## src/verilog/sync_fifo.sv

```systemverilog
`timescale 1ns/1ps
`default_nettype none

module sync_fifo #(
	parameter int WIDTH = 8,
	parameter int DEPTH = 16,
	parameter int AF_LEVEL = 14
) (
	input logic clock,
	input logic reset,
	input logic wr_en,
	input logic [WIDTH-1:0] wr_data,
	input logic rd_en,
	output logic [WIDTH-1:0] rd_data,
	output logic empty,
	output logic full,
	output logic almost_full
);

	localparam int PTR_W = (DEPTH > 1) ? $clog2(DEPTH) : 1;
	localparam int CNT_W = $clog2(DEPTH + 1);

	logic [WIDTH-1:0] mem [DEPTH];
	logic [PTR_W-1:0] wr_ptr;
	logic [PTR_W-1:0] rd_ptr;
	logic [CNT_W-1:0] count;
	logic do_wr;
	logic do_rd;

	assign do_wr = wr_en && !full;
	assign do_rd = rd_en && !empty;

	assign empty = (count == '0);
	assign full = (count == CNT_W'(DEPTH));
	assign almost_full = (count >= CNT_W'(AF_LEVEL));

	// show-ahead head
	assign rd_data = mem[rd_ptr];

	always_ff @(posedge clock) begin
		if (do_wr)
			mem[wr_ptr] <= wr_data;
	end

	always_ff @(posedge clock) begin
		if (reset) begin
			wr_ptr <= '0;
			rd_ptr <= '0;
			count <= '0;
		end else begin
			if (do_wr)
				wr_ptr <= (wr_ptr == PTR_W'(DEPTH - 1)) ? '0 : wr_ptr + 1'b1;
			if (do_rd)
				rd_ptr <= (rd_ptr == PTR_W'(DEPTH - 1)) ? '0 : rd_ptr + 1'b1;
			case ({do_wr, do_rd})
				2'b10: count <= count + 1'b1;
				2'b01: count <= count - 1'b1;
				default: count <= count;
			endcase
		end
	end

endmodule

`default_nettype wire

```

## config.mk

```make
export PLATFORM = sky130hd
export DESIGN_NAME = sync_fifo
export DESIGN_NICKNAME = d
export VERILOG_FILES = /design/src/verilog/sync_fifo.sv
export SDC_FILE = /design/constraint.sdc
export NUM_CORES = 1
export LEC_CHECK = 0
export ABC_AREA = 0
export ABC_CLOCK_PERIOD_IN_PS = 3400
export BUFFER_PORTS_ARGS = -buffer_cell sky130_fd_sc_hd__buf_2
export CORE_AREA = 8 8 193 140
export CTS_BUF_LIST = sky130_fd_sc_hd__clkbuf_8
export CTS_CLUSTER_SIZE = 8
export DETAILED_ROUTE_END_ITERATION = 10
export DIE_AREA = 0 0 201 148
export HOLD_SLACK_MARGIN = 0.12
export PLACE_DENSITY = 0.43
export SYNTH_ARGS = -nofsm -noshare
export SYNTH_HDL_FRONTEND = slang
export SYNTH_SLANG_ARGS = --single-unit
```

## constraint.sdc

```tcl
create_clock -name clock -period 3.4 [get_ports clock]
set_input_delay 0.34 -clock clock [delete_from_list [all_inputs] [get_ports clock]]
set_output_delay 0.34 -clock clock [all_outputs]
set_load 0.005 [all_outputs]
```

[Word level (Yosys, flattened, before mapping)]
Memory sizes are Yosys's and may differ from the RTL's. A register that Yosys moved wholly into a read port is not among the register bits.
Cells that the tools add are included.
Operators by class
  muxes and demuxes: 7
  reductions and logical operators: 6
  $lt $le $gt $ge: 1
  equal/unequal tests: 5
  $add $sub $neg: 4
Operators by type and width (number)
  4-bit two-way mux: 4
  5-bit one-hot mux with 2 select lines: 1
  4-bit by 1-bit adder with 4-bit output, second input constant: 2
  4-bit == test, second input constant: 2
  5-bit by 1-bit adder with 5-bit output, second input constant: 1
  5-bit == test, second input constant: 1
  5-bit by 4-bit greater-or-equal comparator with 1-bit output, second input constant: 1
  5-bit logical NOT: 1
  5-bit by 1-bit subtractor with 5-bit output, second input constant: 1
  2-bit by 1-bit == test with 1-bit output, second input constant: 1
  2-bit == test, second input constant: 1
  1-bit logical AND: 2
  1-bit logical NOT: 2
  1-bit two-way mux: 2
  2-bit nonzero test: 1
Storage, ports and cells
  memories: 1
  output and inout bits: 11
  bits in writable memories: 128
  word-level logic and storage cells: 27
  bits in registers: 13
  input bits: 12
Memory list
  mem: depth 16, width 8, rd ports 1, clocked after Yosys merged registers in 1, write ports 1, RTL line 23  | logic [WIDTH-1:0] mem [DEPTH];

[Longest topological paths before layout]
Gate-level depths: netlist of run 1.
  word-level depth: 5
  gate-level depth with buffers: 14
  gate-level depth less buffers: 10

[Worst setup path before layout of run 1]
No wires, ideal clock.
  kind: reg2reg
  start point: register count[1]
  end point: register count[4]
  buffers on the path: 4
  stages on the path, launching flop included: 15
  slack: 0.369 ns
  required time: 3.336 ns
  arrival time: 2.967 ns
  period minus slack after synthesis: 3.031 ns
  setup time: 0.064 ns
  cells stage by stage: dfxtp_1 > buf_6 > or4_4 > buf_6 > o21a_1 > buf_6 > inv_1 > ha_1 > clkbuf_1 > xor2_1 > ha_1 > o21ai_0 > or3_1 > a2111o_1 > nand4_1
On the way
  word-level cells in the longest chain between the ends: 5
  elaborated cells on any way between the ends: 12
  those cells by class: 2 x add/sub; 3 x eq/ne; 1 x mux; 6 x reduce/logical
Ends and longest elaborated chain
  from (decl): RTL line 26  | logic [CNT_W-1:0] count;
  from (signal assigned): RTL line 56  | 2'b10: count <= count + 1'b1;
  from (signal assigned): RTL line 57  | 2'b01: count <= count - 1'b1;
  from (signal assigned): RTL line 58  | default: count <= count;
  5-bit == test / 5-bit logical NOT (equally long branches): RTL line 34, 33
  1-bit logical NOT (on tied branches): RTL line 30, 31
  1-bit logical AND (on tied branches): RTL line 30, 31
  2-bit by 1-bit == test with 1-bit output / 2-bit == test (equally long branches): RTL line 55  | case ({do_wr, do_rd})
  5-bit one-hot mux with 2 select lines / 2-bit nonzero test (equally long branches)
Several ways; a longest one is shown, not always the timed one.
A chain may end at the register's enable or synchronous reset.

[Worst setup path in the final report of run 1]
Same ends and word-level chain as after synthesis.

==> results of run 1 <==
==> per-stage QoR <==
| step | cells | util | worst slack, ps | hold WS (ps) | power, uW |
|---|---|---|---|---|---|
| 6_report | 708 | 0.282 | 259 | 283 | 4450 |
| 2_1_floorplan | 331 | - | 369 | 439 | 2920 |
| 5_1_grt | 708 | 0.282 | 72.9 | 258 | 4690 |
| 3_3_place_gp | 676 | 0.267 | 363 | 505 | 3220 |
| 3_5_place_dp | 676 | 0.267 | 312 | 522 | 3230 |
| 4_1_cts | 708 | 0.282 | 277 | 250 | 4520 |
==> per-layer routing <==
layer  vias up  part of all wire  global-route usage
met5         -                 0                   0
met4         0             0.011              0.0297
met3        13             0.025              0.0260
met2        39              0.45               0.135
met1      1596              0.51               0.123
li1       1392                 -                   -
==> power groups by stage <==
stage / sequential, uW / clock, uW / combinational [uW]
finish: 2090 / 1290 / 1060
global route: 2110 / 1400 / 1170
CTS: 2090 / 1330 / 1100
detailed placement: 2130 / 0 / 1090
global placement: 2130 / 0 / 1090
floorplan: 2100 / 0 / 816
==> final cells by class <==
cell class / count / share of cell area
inverter: 6 / 0.00331
timing repair buffer: 40 / 0.0379
clock inverter: 15 / 0.0212
multi-input combinational: 160 / 0.228
clock buffer: 17 / 0.0344
tap: 325 / 0.0598
sequential: 145 / 0.615
==> synth_stat cells (all sizes together) <==
master     n  area [sq um]
edfxtp   128          3840
mux4      32           721
nor2      24          90.1
nand2     20          75.1
dfxtp     17           340
a22oi     16           120
buf       10          65.1
clkbuf    10          37.5
ha         9           113
inv        6          22.5
nor3       6          30.0
a21oi      5          25.0
o21ai      5          28.8
mux2i      4          40.0
nand2b     4          25.0
xor2       4          35.0
nand3      3          15.0
nand4      3          18.8
nand4b     2          17.5
nor2b      2          12.5
o211ai     2          15.0
or3        2          12.5
a2111o     1          11.3
a211o      1          8.76
a21o       1          7.51
a311o      1          10.0
a311oi     1          15.0
a31oi      1          6.26
a41oi      1          16.3
and2       1          6.26
and3       1          6.26
nand4bb    1          11.3
nor4       1          6.26
nor4b      1          8.76
o21a       1          7.51
o31a       1          8.76
or3b       1          8.76
or4        1          11.3
xnor2      1          8.76
==> cells by family (layout without fill, tap and decap cells) <==
logic type | count (synthesis) | count (layout) | share of synthesized area
flip-flops | 145 | 145 | 0.714
AO/OA/AOI/OAI | 37 | 37 | 0.0478
multiplexers | 36 | 36 | 0.130
adder cells (fa/ha/maj) | 9 | 9 | 0.0192
AND/OR/NAND/NOR | 73 | 73 | 0.0606
buffers and inverters | 26 | 78 | 0.0213
XOR/XNOR | 5 | 5 | 0.00747
==> registers in the layout, indices dropped and copies added, names as in the netlist, named ones only <==
register and flops:
count 5, mem 128, rd_ptr 4, wr_ptr 4
==> how the worst min path moves through the flow <==
stage,start,end,slack [ps],cells after the start
finish,wr_data[6],mem[1][6],280,1
global route,reset,count[0],260,2
CTS,reset,count[0],250,2
detailed placement,rd_ptr[0],flop,520,2
global placement,rd_ptr[3],rd_ptr[3],500,2
floorplan,wr_data[0],mem[0][0],440,0
==> run summary, run 1 <==
status: complete, no violations
Starting Density: 0.243
Slew @ Worst Pin: 819 ps
Synth cell types: 42
endpoint class of the critical path: flop
core area: 0.0241 sq mm
worst path cell trace: or4_4 -> o21a_1 -> inv_1 -> ha_1 -> xor2_1 -> ha_1 -> o21ai_0 -> or3_1 -> a2111o_1 -> nand4_1
commonest non-fill, non-tap cell in the layout: edfxtp_1
first-pass GRT wire length: 19.9 mm
hold-fix buffers at CTS: 0
WP buf/inv: 1
leak pwr: 0.00221 uW
Post-CTS Resized: 0
Via-to-Cell Ratio: 4.29
Gate power share: 0.239
Net Count, Synth: 352
largest net degree at the start of global routing: 33
Nets: 391
slowest CP cell: or4_4
worst r2r dst: count[4]
Final Setup Violations: 0
Final ANT Viol Nets: 0
RSZ-0062 raised after global routing: no
Worst Path Required: 3780 ps
Hold Vio Cnt, Final: 0
share of cells above drive strength 1: 0.277
Slew HR: 0.450
max_cap viols: 0
Final Cycle Share: 0.924
Final Max Slew Viols: 0
Multi-input gate area: 0.00155 sq mm
Worst Setup SP: count[1]
GRT overflow: 0
setup bufs post-CTS: 0
DRC Markers: 0
Root Driver: clkbuf_8
Top Family by Delay on Critical Path: simple AND/OR/NAND/NOR gates
final WL: 12.7 mm
I/O Buffers: 22
GP Congestion: 0.716
placed cell area: 0.00642 sq mm
Finished Cell Area: 0.00680 sq mm
Bufs on Longest Clock Path: 2
commonest cells after routing, fill and taps aside: 128 x edfxtp_1, 32 x mux4_2, 24 x nor2_1
Die Wd: 201 um
CTS Sinks: 145
Reg-to-Reg Start: count[1]
ant diodes: 0
Initial DRC Count: 277
CP peak stage delay: 580 ps
critical path class: reg2reg
instance count on the critical path: 10
YS warnings: 0
Net Sw Frac: 0.286
Clock Latency Late Sink: 440 ps
initial antenna violation count: 0
Worst Path Arrival: 3520 ps
Fin Setup TNS: 0 ps
Sequential Power Share: 0.471
post-synthesis cell area: 0.00586 sq mm
H-tree lvl count: 4
sequential share of the synthesized area: 0.714
PD cells: 654 mW/mm^2
# fillers: 2359
critical-path maximum fanout: 9
DR vias: 3040
CP Capture Point: count[4]
Clk network pwr share: 0.290
fin crit period: 3140 ps
Reg2Reg Depth: 10
Area Overhead vs Synth: 16.1%
detailed placer's ending HPWL: 8.40 mm
most frequent CP cell: ha_1
CP startpoint kind: flop
DR WL/cell: 17.9 um
highest clock rate: 318 MHz
vias in the first global route: 3191
TritonCTS clock tree: built
VDD IR max: 0.000267 V
die span in y: 148 um
cell-internal power: 3180 uW
clk slew on worst S/H paths: 80 ps
Min-Delay Path Class: in2reg
Detailed Routing Iterations Pass 1: 4
clk_skew: 8.16 ps
register area: 0.00419 sq mm
Placement Rows: 48
Switch Pwr: 1270 uW
total die area: 0.0297 sq mm
Syn Area/Cell: 17.7 sq um
cts bufs inserted: 17
total global-route track usage: 0.0901
Cells after Synth: 331
num ports: 23
reg-to-reg slack, setup: 260 ps
Seq cells post-synth: 145
Power figures use the tool's default switching activity.
==> run 2, diff against run 1 <==
- CELL_PAD_IN_SITES_DETAIL_PLACEMENT: not set -> 1
- CELL_PAD_IN_SITES_GLOBAL_PLACEMENT: not set -> 2
- PLACE_DENSITY: 0.43 -> 0.51
==> run 2 against run 1 <==
Effect of this change: flip-flop and latch count unchanged; sequential power up 3%; cell count up 0.42%; global-route usage up 0.72 points; clock-buffer cell count unchanged; final area down 0.35%; core utilization down 0.099 points; clock power down 10%; highest routed layer unchanged.
==> run summary, run 2 (synthesis gave the netlist of run 1 again) <==
status: complete, no violations
RSZ-0062 raised after global routing: no
Initial DRC Count: 240
H-tree lvl count: 4
Hold Path Cell Cnt: 4
fin crit period: 3050 ps
Clock Latency Late Sink: 440 ps
total die area: 0.0297 sq mm
Root Driver: clkbuf_8
ant diodes: 0
WP buf/inv: 1
DRC Markers: 0
wire length on met1: 6.66 mm
TritonCTS clock tree: built
Final Max Slew Viols: 0
die span in y: 148 um
Final Setup Violations: 0
VDD IR max: 0.000230 V
worst r2r dst: count[4]
commonest non-fill, non-tap cell in the layout: edfxtp_1
clk slew on worst S/H paths: 90 ps
largest net degree at the start of global routing: 33
Reg-to-Reg Start: count[1]
clk_skew: 15.6 ps
Clk network pwr share: 0.268
Overall Power: 4330 uW
hold-fix buffers at CTS: 0
GP Congestion: 0.665
worst path cell trace: or4_4 -> o21ai_2 -> inv_1 -> ha_1 -> ha_1 -> o21ai_0 -> or3_1 -> a2111o_1 -> nand4_1
Worst Path Required: 3790 ps
DR WL/cell: 19.6 um
Area Overhead vs Synth: 15.6%
cts bufs inserted: 17
Slew HR: 0.445
Detailed Routing Iterations Pass 1: 4
slowest CP cell: or4_4
Gate power share: 0.236
commonest cells after routing, fill and taps aside: 128 x edfxtp_1, 32 x mux4_2, 24 x nor2_1
CP startpoint kind: flop
Post-CTS Resized: 0
metal3 WL: 384 um
final WL: 13.9 mm
min-delay src: rd_en
Hold Vio Cnt, Final: 0
Die Wd: 201 um
share of cells above drive strength 1: 0.285
num ports: 23
Placement Rows: 48
max reg flops: 128
Worst Path Arrival: 3440 ps
core area: 0.0241 sq mm
highest clock rate: 328 MHz
Bufs on Longest Clock Path: 2
initial antenna violation count: 0
I/O Buffers: 22
vias in the first global route: 3248
Nets: 394
WL met2: 6.74 mm
Highest Signal Layer: met4
endpoint class of the critical path: flop
critical-path maximum fanout: 9
detailed placer's ending HPWL: 8.97 mm
most frequent CP cell: ha_1
Sequential Power Share: 0.497
Reg2Reg Depth: 9
Net Sw Frac: 0.299
Min-Delay Path Class: in2reg
Top Family by Delay on Critical Path: simple AND/OR/NAND/NOR gates
PD cells: 639 mW/mm^2
Via-to-Cell Ratio: 4.32
Final ANT Viol Nets: 0
Starting Density: 0.243
GRT overflow: 0
leak pwr: 0.00220 uW
DR vias: 3072
cell-internal power: 3040 uW
CTS Sinks: 145
critical path class: reg2reg
setup bufs post-CTS: 0
Most flops, register: mem
Switch Pwr: 1300 uW
first-pass GRT wire length: 21.0 mm
total global-route track usage: 0.0973
Slew @ Worst Pin: 830 ps
biggest regs: mem x128, count x5
Fin Setup TNS: 0 ps
instance count on the critical path: 9
reg-to-reg slack, setup: 350 ps
Final Cycle Share: 0.896
max_cap viols: 0
CP peak stage delay: 590 ps
[run 2: cell types whose count changed in the layout (fill, tap and decap cells not counted)]
cell	delta
buf_4	+3
bufinv_16	-2
clkinv_2	+2
clkinv_4	+1
clkinvlp_4	+1
inv_1	-1
inv_6	-1
[run 2: power groups by stage]
stage | clock network, uW | logic (uW) | registers (uW)
3_5_place_dp | 0 | 1040 | 2200
4_1_cts | 1210 | 1050 | 2160
5_1_grt | 1280 | 1130 | 2170
6_report | 1160 | 1020 | 2150
3_3_place_gp | 0 | 1020 | 2190
2_1_floorplan | 0 | 816 | 2100
[run 2: worst max path at each step]
| stage | start | to | slack, ps |
|---|---|---|---|
| after floorplan | count[1] | count[4] | 370 |
| after global placement | count[1] | count[4] | 460 |
| after CTS | count[1] | count[4] | 340 |
| after detailed placement | count[1] | count[4] | 400 |
| final | count[1] | count[4] | 350 |
| after global routing | count[1] | count[4] | 140 |
[run 2: through the flow]
stage	instance area [sq um]	util	std cells	setup WS [ps]	hold slack, ps
after floorplan	5860	-	331	369	439
after global routing	6780	0.281	711	142	271
after detailed placement	6450	0.268	679	398	511
after CTS	6780	0.281	711	341	258
final	6780	0.281	711	352	293
after global placement	6450	0.268	679	461	511
[run 2: cell type report]
type | instances | area (sq um)
timing repair buffer | 43 | 280
multi-input combinational | 160 | 1550
fill | 2537 | 17300
clock buffer | 17 | 234
tap | 325 | 407
clock inverter | 15 | 97.6
sequential | 145 | 4190
inverter | 6 | 22.5
[run 2: routing by layer]
metal	up-vias	track usage
met5	-	0
met4	0	0.0275
met3	13	0.0262
met2	37	0.156
met1	1616	0.128
li1	1406	-
[run 2: worst min-delay path, delay by kind of cell]
family | cells | cell delay (ps)
buffers and inverters | 1 | 90
AND/OR/NAND/NOR | 1 | 80
AO/OA/AOI/OAI | 2 | 160
