<file path="src/verilog/classifier_pkg.sv">
`default_nettype none

package classifier_pkg;

	localparam int KEY_WIDTH = 32;
	localparam int SYM_WIDTH = 2;
	localparam int KEY_SYMBOLS = 16;
	localparam int TAG_WIDTH = 12;

	// one rule vector per (position, symbol value) pair
	localparam int TABLE_ENTRIES = KEY_SYMBOLS << SYM_WIDTH;

	localparam logic [1:0] AXI_RESP_OKAY = 2'b00;

	typedef logic [KEY_WIDTH-1:0] key_t;
	typedef logic [TAG_WIDTH-1:0] tag_t;
	typedef logic [SYM_WIDTH-1:0] sym_t;

	// position * 4 + symbol value
	typedef logic [$clog2(TABLE_ENTRIES)-1:0] table_addr_t;

	// entry index lives in bits 7:2
	typedef logic [7:0] axil_addr_t;
	typedef logic [31:0] axil_data_t;

	typedef enum logic [1:0] {
		st_idle,
		st_pass,
		st_drain
	} match_state_t;

endpackage

`default_nettype wire

</file>
<file path="src/verilog/header_capture.sv">
`timescale 1ns/1ps
`default_nettype none

module header_capture (
	input logic clock,
	input logic reset,
	input logic pkt_valid,
	input logic pkt_sop,
	input logic pkt_eop,
	input classifier_pkg::key_t pkt_data,
	input classifier_pkg::tag_t pkt_tag,
	input logic pkt_ready,
	output classifier_pkg::key_t key,
	output classifier_pkg::tag_t tag,
	output logic key_valid
);

	import classifier_pkg::*;

	logic beat;
	logic [1:0] beat_idx;
	logic [1:0] beat_cnt;
	key_t key_q;
	tag_t tag_q;
	logic key_valid_q;

	assign beat = pkt_valid && pkt_ready;

	// sop always counts as beat 0
	assign beat_idx = pkt_sop ? 2'd0 : beat_cnt;

	// saturates at 2, only beat 1 carries the key
	always_ff @(posedge clock) begin
		if (reset) begin
			beat_cnt <= 2'd0;
		end else if (beat) begin
			if (pkt_eop)
				beat_cnt <= 2'd0;
			else if (beat_idx == 2'd2)
				beat_cnt <= 2'd2;
			else
				beat_cnt <= beat_idx + 2'd1;
		end
	end

	// beat 0 clears, so short packets give a zero key
	always_ff @(posedge clock) begin
		if (beat) begin
			if (beat_idx == 2'd0)
				key_q <= '0;
			else if (beat_idx == 2'd1)
				key_q <= pkt_data;
		end
	end

	always_ff @(posedge clock) begin
		if (beat && pkt_eop)
			tag_q <= pkt_tag;
	end

	always_ff @(posedge clock) begin
		if (reset)
			key_valid_q <= 1'b0;
		else
			key_valid_q <= beat && pkt_eop;
	end

	assign key = key_q;
	assign tag = tag_q;
	assign key_valid = key_valid_q;

endmodule

`default_nettype wire

</file>
<file path="config.mk">
export PLATFORM = sky130hd
export DESIGN_NAME = header_capture
export DESIGN_NICKNAME = d
export VERILOG_FILES = /design/src/verilog/classifier_pkg.sv /design/src/verilog/header_capture.sv
export SDC_FILE = /design/constraint.sdc
export NUM_CORES = 1
export LEC_CHECK = 0
export ABC_AREA = 1
export BUFFER_PORTS_ARGS = -buffer_cell sky130_fd_sc_hd__buf_2
export CORE_MARGIN = 5
export CORE_UTILIZATION = 47
export CTS_CLUSTER_DIAMETER = 30
export DETAILED_ROUTE_END_ITERATION = 8
export PLACE_DENSITY = 0.83
export SYNTH_ARGS = -nofsm -noshare
export SYNTH_HDL_FRONTEND = slang
export SYNTH_SLANG_ARGS = --single-unit
</file>
<file path="constraint.sdc">
create_clock -name clock -period 7.63 [get_ports clock]
set_input_delay 1.526 -clock clock [delete_from_list [all_inputs] [get_ports clock]]
set_output_delay 1.526 -clock clock [all_outputs]
set_load 0.005 [all_outputs]
</file>
# Yosys cells after proc, flatten, opt, wreduce, memory -nomap -nowiden
# Index checks and enable logic that the tools add are counted.
op_classes:
  add_sub_neg: 1
  n_mux: 4
  n_reduce_logical: 5
  eq_ne: 2
op_table:
  columns: ["op", "n"]
  rows:
  - ["2-to-1 mux 32 bit", 1]
  - ["2-to-1 mux 2 bit", 3]
  - ["adder 2 x 1 -> 2 bit (second input constant)", 1]
  - ["== test 2 x 1 -> 1 bit (second input constant)", 1]
  - ["== test 2 bit (second input constant)", 1]
  - ["logical AND 1 bit", 2]
  - ["zero test 2 bit", 1]
  - ["AND reduction 2 bit", 1]
  - ["nonzero test 2 bit", 1]
totals:
  output_inout_bits: 45
  wordCells: 16
  reg_bits: 47
  input_bits: 50

# Longest topological paths before layout
# Gate-level depths: netlist (run 1).
logic_depth:
  word_depth: 4
  ltp_mapped: 8
  ltp_nobuf: 7

# Worst setup path before layout (run 1)
# No wires, ideal clock.
synth_timing:
  kind: "input port to flip-flop"
  from: "input port pkt_valid"
  to: "register key_q[0], in the netlist key[0] (enable)"
  arrival_ps: 3207
  setup_time_ps: 432
  path_slack_ps: 3991
  path_buffers: 0
  required_ps: 7198
  cell_stages: 2
  path_cell_list: "nand2_1 > a21oi_1"
synth_between:
  elab_chain_len: 2
synth_rtl:
  columns: ["item", "line_no", "text"]
  rows:
  - ["start, declared", "header_capture.sv:7", "input logic pkt_valid,"]
  - ["logical AND 1 bit", "header_capture.sv:27", "assign beat = pkt_valid && pkt_ready;"]
  - ["AND reduction 2 bit (no source line)", null, null]
  - ["end signal, assigned", "header_capture.sv:52", "key_q <= pkt_data;"]
  - ["end, declared", "header_capture.sv:23", "key_t key_q;"]
# Every way passes these cells.
# A chain may end at the register's enable or synchronous reset.

# Final worst setup path (run 1)
layout_timing:
  from: "input port pkt_sop"
  to: "register key_q[28], in the netlist key[28], data pin"
layout_between:
  elab_chain_len: 2
layout_rtl:
  columns: ["item", "line_no", "text"]
  rows:
  - ["start, declared", "header_capture.sv:8", "input logic pkt_sop,"]
  - ["2-to-1 mux 2 bit", "header_capture.sv:30", "assign beat_idx = pkt_sop ? 2'd0 : beat_cnt;"]
  - ["zero test 2 bit", "header_capture.sv:49", "if (beat_idx == 2'd0)"]
# Every way passes these cells.

==> results_dict.tcl, run 1 <==
set metrics [dict create \
    status "finished, final reports clean" \
    cell_internal_pwr_mw 0.411 \
    dr.pass1.iters 3 \
    rr_endpoint "key[28]$_SDFFCE_PN0P_" \
    start_util_pct 48.4 \
    hold-path-endpoint "beat_cnt[0]$_SDFFE_PP0P_" \
    grt_max_degree 34 \
    yosysWarnings 0 \
    antenna_left 0 \
    hold_depth 4 \
    hp-start "beat_cnt[0]$_SDFFE_PP0P_" \
    crit_path_start_kind "primary input" \
    postPlaceCellArea_um2 2270 \
    clkLatencyLatePin_ps 290 \
    r2r-start "beat_cnt[1]$_SDFFE_PP0P_" \
    synth_seq_cells 47 \
    grt_pass1_vias 1188 \
    timing.final.ws_setup_ps 4830 \
    p_seq_share_pct 58.2 \
    cts_tree "yes" \
    path_clk_slew_ps 80 \
    finalPower_mw 0.511 \
    max-cap-violations 0 \
    fmax_mhz 357 \
    fin_crit_sh_pct 36.7 \
    syn_nets 189 \
    avgRoutedWirePerCell_um 12.2 \
    cts.path.max_buffers 2 \
    hpwlAfterDp_um 2750 \
    coreArea_um2 3660 \
    critical_path_class "primary input to register" \
    final_hold_viol_count 0 \
    cts_hold_buf 0 \
    powerDensity_nw_per_um2 215 \
    tightest_slew_ps 1120 \
    slew_violations 0 \
    clock-sinks 47 \
    final_core_util_pct 64.9 \
    arrival_ps 2790 \
    ys_types 11 \
    clockRootBuffer "clkbuf_8" \
    switching_share_pct 19.7 \
    instances_no_fill 284 \
    vias 1211 \
    synthesis.area_um2 1770 \
    setup_viol 0 \
    p_switching_mw 0.101 \
    cts-htree-levels 2 \
    ir_drop_mv 0.127 \
    drc_errors 0 \
    cp-end-kind "register" \
    die_h_um 71.4 \
    synthCells 138 \
    gr-usage-all-layers_pct 13.7 \
    yosysSeqAreaShare_pct 78.0 \
    worstPathMaxFanout 33 \
    fp.dieW_um 71.4 \
    vias_per_cell 4.26 \
    cts.repair.resized 0 \
    slew_headroom_pct 25.4 \
    layout.nets 286 \
    num_rows 22 \
    r2r_cells 3 \
    die_area_um2 5100 \
    hold_ws_ps 535 \
    antenna_found_initial 0 \
    syn_avg_cell_area_um2 12.8 \
    io_buffers 94 \
    area_delta_synth_final_pct 34.1 \
    clock_skew_ps 4.41 \
    final_layout_size_suffix_gt1_share_pct 44.5 \
    cts_buffers 5 \
    hp-class "register to register" \
    cts_setup_buffers 0 \
    rsz0062_at_grt "false" \
    gp_congestion 0.766 \
    grt_pass1_wl_um 5260 \
    pre_cts_ws_ps 4490 \
    post-route-min-period_ps 2800 \
    place_inst 276 \
    rrSetupSlack_ps 5850 \
    comb_power_share_pct 8.5 \
    first_iter_violations 54 \
    tns_ps 0 \
    worstPathRequired_ps 7620 \
    overflow 0 \
    antenna_cells 0 \
    leakage_nw 1.18 \
    io_pins 95 \
    clockPowerShare_pct 33.3 \
    wirelength_um 3480 \
    stdcell_area_um2 2380 \
]
## critical path, stage by stage
cell and delay [ps]:
buf_2 70, inv_1 70, nand2_1 70, ha_1 890, nor2_1 150
## Yosys cell counts
library cell / instances / share of area [%]
nor2_1: 33 / 7.0
nor2_2: 2 / 0.71
nand3_1: 2 / 0.56
buf_6: 4 / 2.5
edfxtp_1: 44 / 75
inv_2: 1 / 0.21
inv_1: 38 / 8.1
nand2_1: 8 / 1.7
a21oi_1: 2 / 0.56
dfxtp_1: 3 / 3.4
ha_1: 1 / 0.71
## sequential cells by signal, summed over array words and instances (netlist names)
register	cells
key	32
beat_cnt	2
tag	12
key_valid	1
## layer usage
layer	track usage [%]	up-vias	wire length (um)
met5	0	-	0
met4	6.89	0	97
met3	4.77	10	358
met2	25.5	55	1820
met1	13.2	530	1200
li1	-	616	-
## cell families (layout without fill, tap and decap cells)
| family | count (synthesis) | count (layout) | share of synthesized area [%] |
|---|---|---|---|
| AOI/OAI and AO/OA | 2 | 2 | 0.565 |
| adders and majority gates | 1 | 1 | 0.706 |
| buffers and inverters | 43 | 141 | 10.8 |
| DFF | 47 | 47 | 78.0 |
| and+or+nand+nor | 45 | 45 | 9.96 |
## layout make-up
| class | count | area [um^2] |
|---|---|---|
| Clock inverter | 3 | 38.8 |
| Inverter | 39 | 146 |
| Tap cell | 48 | 60.1 |
| Clock buffer | 5 | 68.8 |
| Timing Repair Buffer | 94 | 470 |
| Fill cell | 285 | 1280 |
| Sequential cell | 47 | 1380 |
| Multi-Input combinational cell | 48 | 210 |
## worst max-delay path by stage
stage                         start               endpoint  slack [ps]
after floorplan           pkt_valid   key[0]$_SDFFCE_PN0P_        3990
after global placement      pkt_sop  key[11]$_SDFFCE_PN0P_        4570
after detailed placement    pkt_sop  key[28]$_SDFFCE_PN0P_        4490
after CTS                   pkt_sop  key[28]$_SDFFCE_PN0P_        4810
after global routing        pkt_sop  key[24]$_SDFFCE_PN0P_        4730
final                       pkt_sop  key[28]$_SDFFCE_PN0P_        4830
## power groups by stage
stage / sequential [mW] / clock, mW / combinational (mW)
final: 0.297 / 0.170 / 0.0436
after global routing: 0.299 / 0.186 / 0.0492
after CTS: 0.298 / 0.176 / 0.0447
after detailed placement: 0.303 / 0 / 0.0445
after global placement: 0.303 / 0 / 0.0427
after floorplan: 0.305 / 0 / 0.0187
## cells in the final DEF, fill, tap and decap left out, drive strengths merged
cell type / instances
nand2: 8
edfxtp: 44
ha: 1
nor2: 35
buf: 94
nand3: 2
inv: 39
dfxtp: 3
clkbuf: 5
a21oi: 2
clkinv: 2
bufinv: 1
Power figures use the tool's default switching activity.
==> run 2: changes to the inputs <==
- ABC_AREA: 1 -> 0
- CORE_UTILIZATION: 47 -> 43
- PLACE_DENSITY: 0.83 -> 0.78
- clock period: 7.63 -> 2.6 ns (I/O delays scaled with it)
==> run 2 against run 1 <==
  * Die area grew 4.9%
  * Largest power group unchanged
  * First-iteration DRC count is the same
  * Utilization shrank 5.6 points
  * Design area shrank 1.5%
  * Sequential share of layout area grew 0.90 points
  * Critical path type is now register to output port
  * Global-route usage shrank 0.81 points
  * Clock-buffer cell count grew 2
  * Clock skew grew 4.3 ps
==> results_dict.tcl, run 2 <==
set metrics [dict create \
    status "finished, final reports clean" \
    path_clk_slew_ps 80 \
    stdcell_area_um2 2340 \
    grt_max_degree 33 \
    path_cells "buf_2" \
    start_util_pct 43.5 \
    io_pins 95 \
    antenna_left 0 \
    layout_commonest_cell "buf_2" \
    vias 1083 \
    endpoint "key[10]" \
    cp-startpoint "key[10]$_SDFFCE_PN0P_" \
    worstPathMaxFanout 1 \
    antenna_cells 0 \
    critical_path_buf_inv_count 1 \
    vias_per_cell 4.40 \
    cts_buffers 5 \
    fp.dieW_um 73.1 \
    tns_ps 0 \
    yosysWarnings 0 \
    avgRoutedWirePerCell_um 13.8 \
    cp-end-kind "output port" \
    clock-sinks 47 \
    fmax_mhz 748 \
    arrival_ps 820 \
    die_area_um2 5350 \
    syn_nets 145 \
    synth_edf_count 44 \
    synth_area_leaders "edfxtp_1 77%, nor2b_1 9.1%, dfxtp_1 3.5%, and2b_1 3.5%, a21bo_2 1.2%" \
    clockRootBuffer "clkbuf_8" \
    cp_slowest_stage_delay_ps 390 \
    hp-class "primary input to register" \
    coreArea_um2 3940 \
    synth.most_common_cell "edfxtp_1" \
    area_delta_synth_final_pct 36.5 \
    cts_hold_buf 0 \
    hpwlAfterDp_um 2630 \
    synthFlopType "edfxtp_1" \
    cts-htree-levels 2 \
    final_layout_size_suffix_gt1_share_pct 55.1 \
    clock_skew_ps 8.70 \
    worst-path-stages 1 \
    slew_violations 0 \
    drc_errors 0 \
    gr-usage-all-layers_pct 12.9 \
    powerDensity_nw_per_um2 593 \
    antenna_found_initial 0 \
    final_hold_viol_count 0 \
    r2r-start "beat_cnt[1]$_SDFFE_PP0P_" \
    dr.pass1.iters 3 \
    ys_types 14 \
    grt_pass1_wl_um 5020 \
    synth_seq_cells 47 \
    critical_path_class "register to output port" \
    ir_drop_mv 0.344 \
    wirelength_um 3400 \
    worstPathRequired_ps 2080 \
    overflow 0 \
    synthArstFlopShare_pct 0 \
    largest_reg_flops 32 \
    slew_headroom_pct 62.0 \
    num_rows 23 \
    ys_top_cells_by_count "44 x edfxtp_1, 25 x nor2b_1, 8 x and2b_1" \
    post-route-min-period_ps 1340 \
    clkLatencyLatePin_ps 280 \
    layout.nets 246 \
    die_h_um 73.1 \
    cts_setup_buffers 0 \
    grt_pass1_vias 1098 \
    syn_avg_cell_area_um2 18.2 \
    rsz0062_at_grt "false" \
    r2r_cells 3 \
    synth_top_area_share_pct 77.1 \
    yosysSeqAreaShare_pct 80.6 \
    cts.repair.resized 0 \
    max-cap-violations 0 \
    final_cell_mix "94 x buf_2, 44 x edfxtp_1, 25 x nor2b_1" \
    first_iter_violations 54 \
    crit_slowest_cell "edfxtp_1" \
    rrSetupSlack_ps 1340 \
    setup_viol 0 \
    tightest_slew_ps 570 \
    fin_crit_sh_pct 51.4 \
    leakage_nw 1.03 \
    synthCells 94 \
    postPlaceCellArea_um2 2250 \
    synthesis.area_um2 1710 \
    gp_congestion 0.683 \
    crit_path_start_kind "register" \
    io_buffers 94 \
    cp_top_family "flip-flops" \
    synth_largest_area_cell "edfxtp_1" \
    rr_endpoint "key[16]$_SDFFCE_PN0P_" \
    cts_tree "yes" \
    cts.path.max_buffers 2 \
]
[run 2: cell types whose count changed in the layout (fill, tap and decap cells not counted), moves of 3 or more]
cell / previous run / this run
buf_4: 0 / 3
inv_1: 38 / 0
nor2_1: 33 / 0
and2b_1: 0 / 8
nor2b_1: 0 / 25
nand2_1: 8 / 0
[run 2: area by class of cell]
class	count	area, um^2
Clock inverter	1	5.00
Fill cell	327	1600
Tap cell	50	62.6
Timing Repair Buffer	97	493
Multi-Input combinational cell	44	312
Sequential cell	47	1380
Clock buffer	7	86.3
[run 2: per-stage QoR]
stage	std cells	hold WS [ps]	power [mW]	setup slack, ps	utilization (%)
2_1_floorplan	94	545	0.908	744	-
3_3_place_gp	238	575	0.972	1030	57.0
3_5_place_dp	238	574	0.975	1000	57.0
4_1_cts	246	391	1.41	1240	59.3
5_1_grt	246	380	1.45	1200	59.3
6_report	246	406	1.39	1260	59.3
[run 2: logic make-up (layout without fill, tap and decap cells)]
kind of cell	count (synthesis)	in the layout	synth area share, %
buffers and inverters	3	105	1.24
AOI/OAI and AO/OA	4	4	1.97
and+or+nand+nor	39	39	15.5
DFF	47	47	80.6
adders and majority gates	1	1	0.730
[run 2: metal layers]
metal	part of all wire [%]	track usage (%)	up-vias	wire length, um
met4	1.5	5.53	0	51
met2	50	20.3	50	1700
li1	-	-	537	-
met3	13	6.75	4	436
met1	36	14.7	492	1210
met5	0	0	-	0
[run 2: power by group]
| part | leakage (nW) | internal [mW] | total, mW | switching (mW) |
|---|---|---|---|---|
| registers | 0.455 | 0.852 | 0.858 | 0.00590 |
| logic | 0.531 | 0.0545 | 0.0974 | 0.0428 |
| clock network | 0.0482 | 0.214 | 0.431 | 0.217 |
[run 2: how the worst min path moves through the flow]
stage                              from                        to  slack (ps)  cells after the start
2_1_floorplan  beat_cnt[1]$_SDFFE_PP0P_  beat_cnt[1]$_SDFFE_PP0P_         540                      2
4_1_cts                      pkt_tag[1]          tag[1]$_DFFE_PP_         390                      1
3_5_place_dp   beat_cnt[0]$_SDFFE_PP0P_  beat_cnt[0]$_SDFFE_PP0P_         570                      2
6_report                     pkt_tag[1]          tag[1]$_DFFE_PP_         410                      1
5_1_grt                      pkt_tag[1]          tag[1]$_DFFE_PP_         380                      1
3_3_place_gp   beat_cnt[1]$_SDFFE_PP0P_  beat_cnt[1]$_SDFFE_PP0P_         570                      2
==> run 3: changes to the inputs <==
- CORE_UTILIZATION: 43 -> 39
- PLACE_DENSITY: 0.78 -> 0.75
- clock period: 2.6 -> 1.09 ns (I/O delays scaled with it)
==> run 3 against run 2 <==
  * The run now ends with setup timing left
  * Clock-buffer cell count shrank 2
  * Die area grew 8.8%
  * Global-route usage grew 0.057 points
  * Combinational power grew to 3.1 times the previous value
  * Via count grew 6.1%
  * First-iteration DRC count grew 19%
  * Worst setup slack lost 1300 ps
  * Sequential cell count is the same
  * Clock power grew to 2.9 times the previous value
  * Highest routed layer unchanged
==> results_dict.tcl, run 3 (same netlist as run 2, synthesis figures left out) <==
set metrics [dict create \
    fmax_mhz 891 \
    post-route-min-period_ps 1120 \
    place_inst 244 \
    cts_tree "yes" \
    critical_path_class "register to register" \
    setup_viol 35 \
    hpwlAfterDp_um 2840 \
    leakage_nw 1.14 \
    num_rows 24 \
    fin_crit_sh_pct 103 \
    worstPathMaxFanout 7 \
    ir_drop_mv 0.699 \
    clock-sinks 47 \
    antenna_left 0 \
    grt_max_degree 21 \
    violations "setup timing" \
    drc_errors 0 \
    cts-htree-levels 2 \
    routed-wl-met3_um 334 \
    overflow 0 \
    worstPathRequired_ps 1130 \
    finalPower_mw 3.60 \
    avgRoutedWirePerCell_um 14.5 \
    gr-usage-all-layers_pct 13.0 \
    final_layout_size_suffix_gt1_share_pct 61.5 \
    clkLatencyLatePin_ps 290 \
    cts_hold_buf 0 \
    largest_reg_flops 32 \
    status "finished with violations" \
    hold_ws_ps 93.3 \
    pre_cts_ws_ps -167 \
    layout.nets 255 \
    vias_per_cell 4.47 \
    final_hold_viol_count 0 \
    io_buffers 94 \
    die_h_um 76.3 \
    final_cell_mix "94 x buf_2, 44 x edfxtp_1, 23 x nor2b_1" \
    r2r-start "beat_cnt[0]$_SDFFE_PP0P_" \
    routed-wl-met2_um 1990 \
    powerDensity_nw_per_um2 1400 \
    hold_depth 1 \
    clockRootBuffer "clkbuf_8" \
    timing.final.ws_setup_ps -31.8 \
    coreArea_um2 4290 \
    rsz0062_at_grt "true" \
    rr_endpoint "key[14]$_SDFFCE_PN0P_" \
    tightest_slew_ps 143 \
    io_pins 95 \
    cp-end-kind "register" \
    arrival_ps 1170 \
    die_area_um2 5820 \
    path_clk_slew_ps 90 \
    r2r_cells 4 \
    dr.pass1.iters 4 \
    vias 1149 \
    slew_violations 0 \
    cp-startpoint "beat_cnt[0]$_SDFFE_PP0P_" \
    hp-class "primary input to register" \
    clock_skew_ps 7.51 \
    gp_congestion 0.733 \
    hp-start "pkt_tag[10]" \
    antenna_cells 0 \
    start_util_pct 39.9 \
    instances_no_fill 257 \
    top_layer_used "met4" \
    met1_length_um 1340 \
    first_iter_violations 64 \
    hold-path-endpoint "tag[10]$_DFFE_PP_" \
    max-cap-violations 0 \
    cts.path.max_buffers 2 \
    wirelength_um 3730 \
    grt_pass1_wl_um 5990 \
    cts_buffers 5 \
    crit_path_start_kind "register" \
    antenna_found_initial 0 \
    fp.dieW_um 76.3 \
    slew_headroom_pct 90.5 \
    layout_commonest_cell "buf_2" \
    grt_pass1_vias 1221 \
    rrSetupSlack_ps -30 \
    area_delta_synth_final_pct 49.8 \
]
-- run 3: cell count changes in the layout (fill, tap and decap cells not counted), moves of 2 or more --
| cell | change |
|---|---|
| dfxtp_1 | -2 |
| nor2b_2 | +2 |
| nand2b_4 | +2 |
| buf_6 | +2 |
| nor2b_1 | -2 |
| dfxtp_2 | +2 |
| nand2b_1 | -2 |
| buf_12 | +5 |
-- run 3: power breakdown --
group,switching [mW],internal (mW),leakage (nW),total (mW)
logic,0.118,0.183,0.628,0.301
clock network,0.567,0.683,0.0581,1.25
registers,0.0141,2.03,0.456,2.05
-- run 3: final cells by class --
class | count | area (um^2)
Sequential cell | 47 | 1380
Clock inverter | 3 | 43.8
Timing Repair Buffer | 106 | 648
Multi-Input combinational cell | 44 | 358
Fill cell | 362 | 1730
Tap cell | 52 | 65.1
Clock buffer | 5 | 68.8
-- run 3: how the worst max path moves through the flow --
stage	endpoint	cells after the start	slack (ps)
finish	key[14]$_SDFFCE_PN0P_	4	-30
global route	key[14]$_SDFFCE_PN0P_	4	-60
CTS	key[14]$_SDFFCE_PN0P_	4	-50
detailed placement	key[14]$_SDFFCE_PN0P_	5	-170
global placement	key[14]$_SDFFCE_PN0P_	5	-120
floorplan	key[12]$_SDFFCE_PN0P_	4	-20
-- run 3: worst max-delay path: stages (launching register included) --
cell and delay [ps]:
dfxtp_2 340, nand2b_4 70, ha_4 170, buf_12 120, and2b_1 170
-- run 3: routing by layer --
metal,GRT usage (%),vias to the layer above
li1,-,558
met1,13.7,537
met2,22.3,50
met3,5.79,4
met4,5.24,0
met5,0,-
-- run 3: metrics by stage --
step	instance area, um^2	setup TNS [ps]	util, %
2_1_floorplan	1720	-252	-
3_3_place_gp	2340	-2750	54.5
3_5_place_dp	2340	-4100	54.5
4_1_cts	2510	-439	58.4
5_1_grt	2570	-2010	59.8
6_report	2570	-596	59.8
-- run 3: repair_timing --
action | CTS | global route
setup buffers | 3 | 0
pin swaps | 1 | 2
gates resized for setup | 4 | 5
gates cloned | 0 | 2
endpoints found under the setup margin | 32 | 51
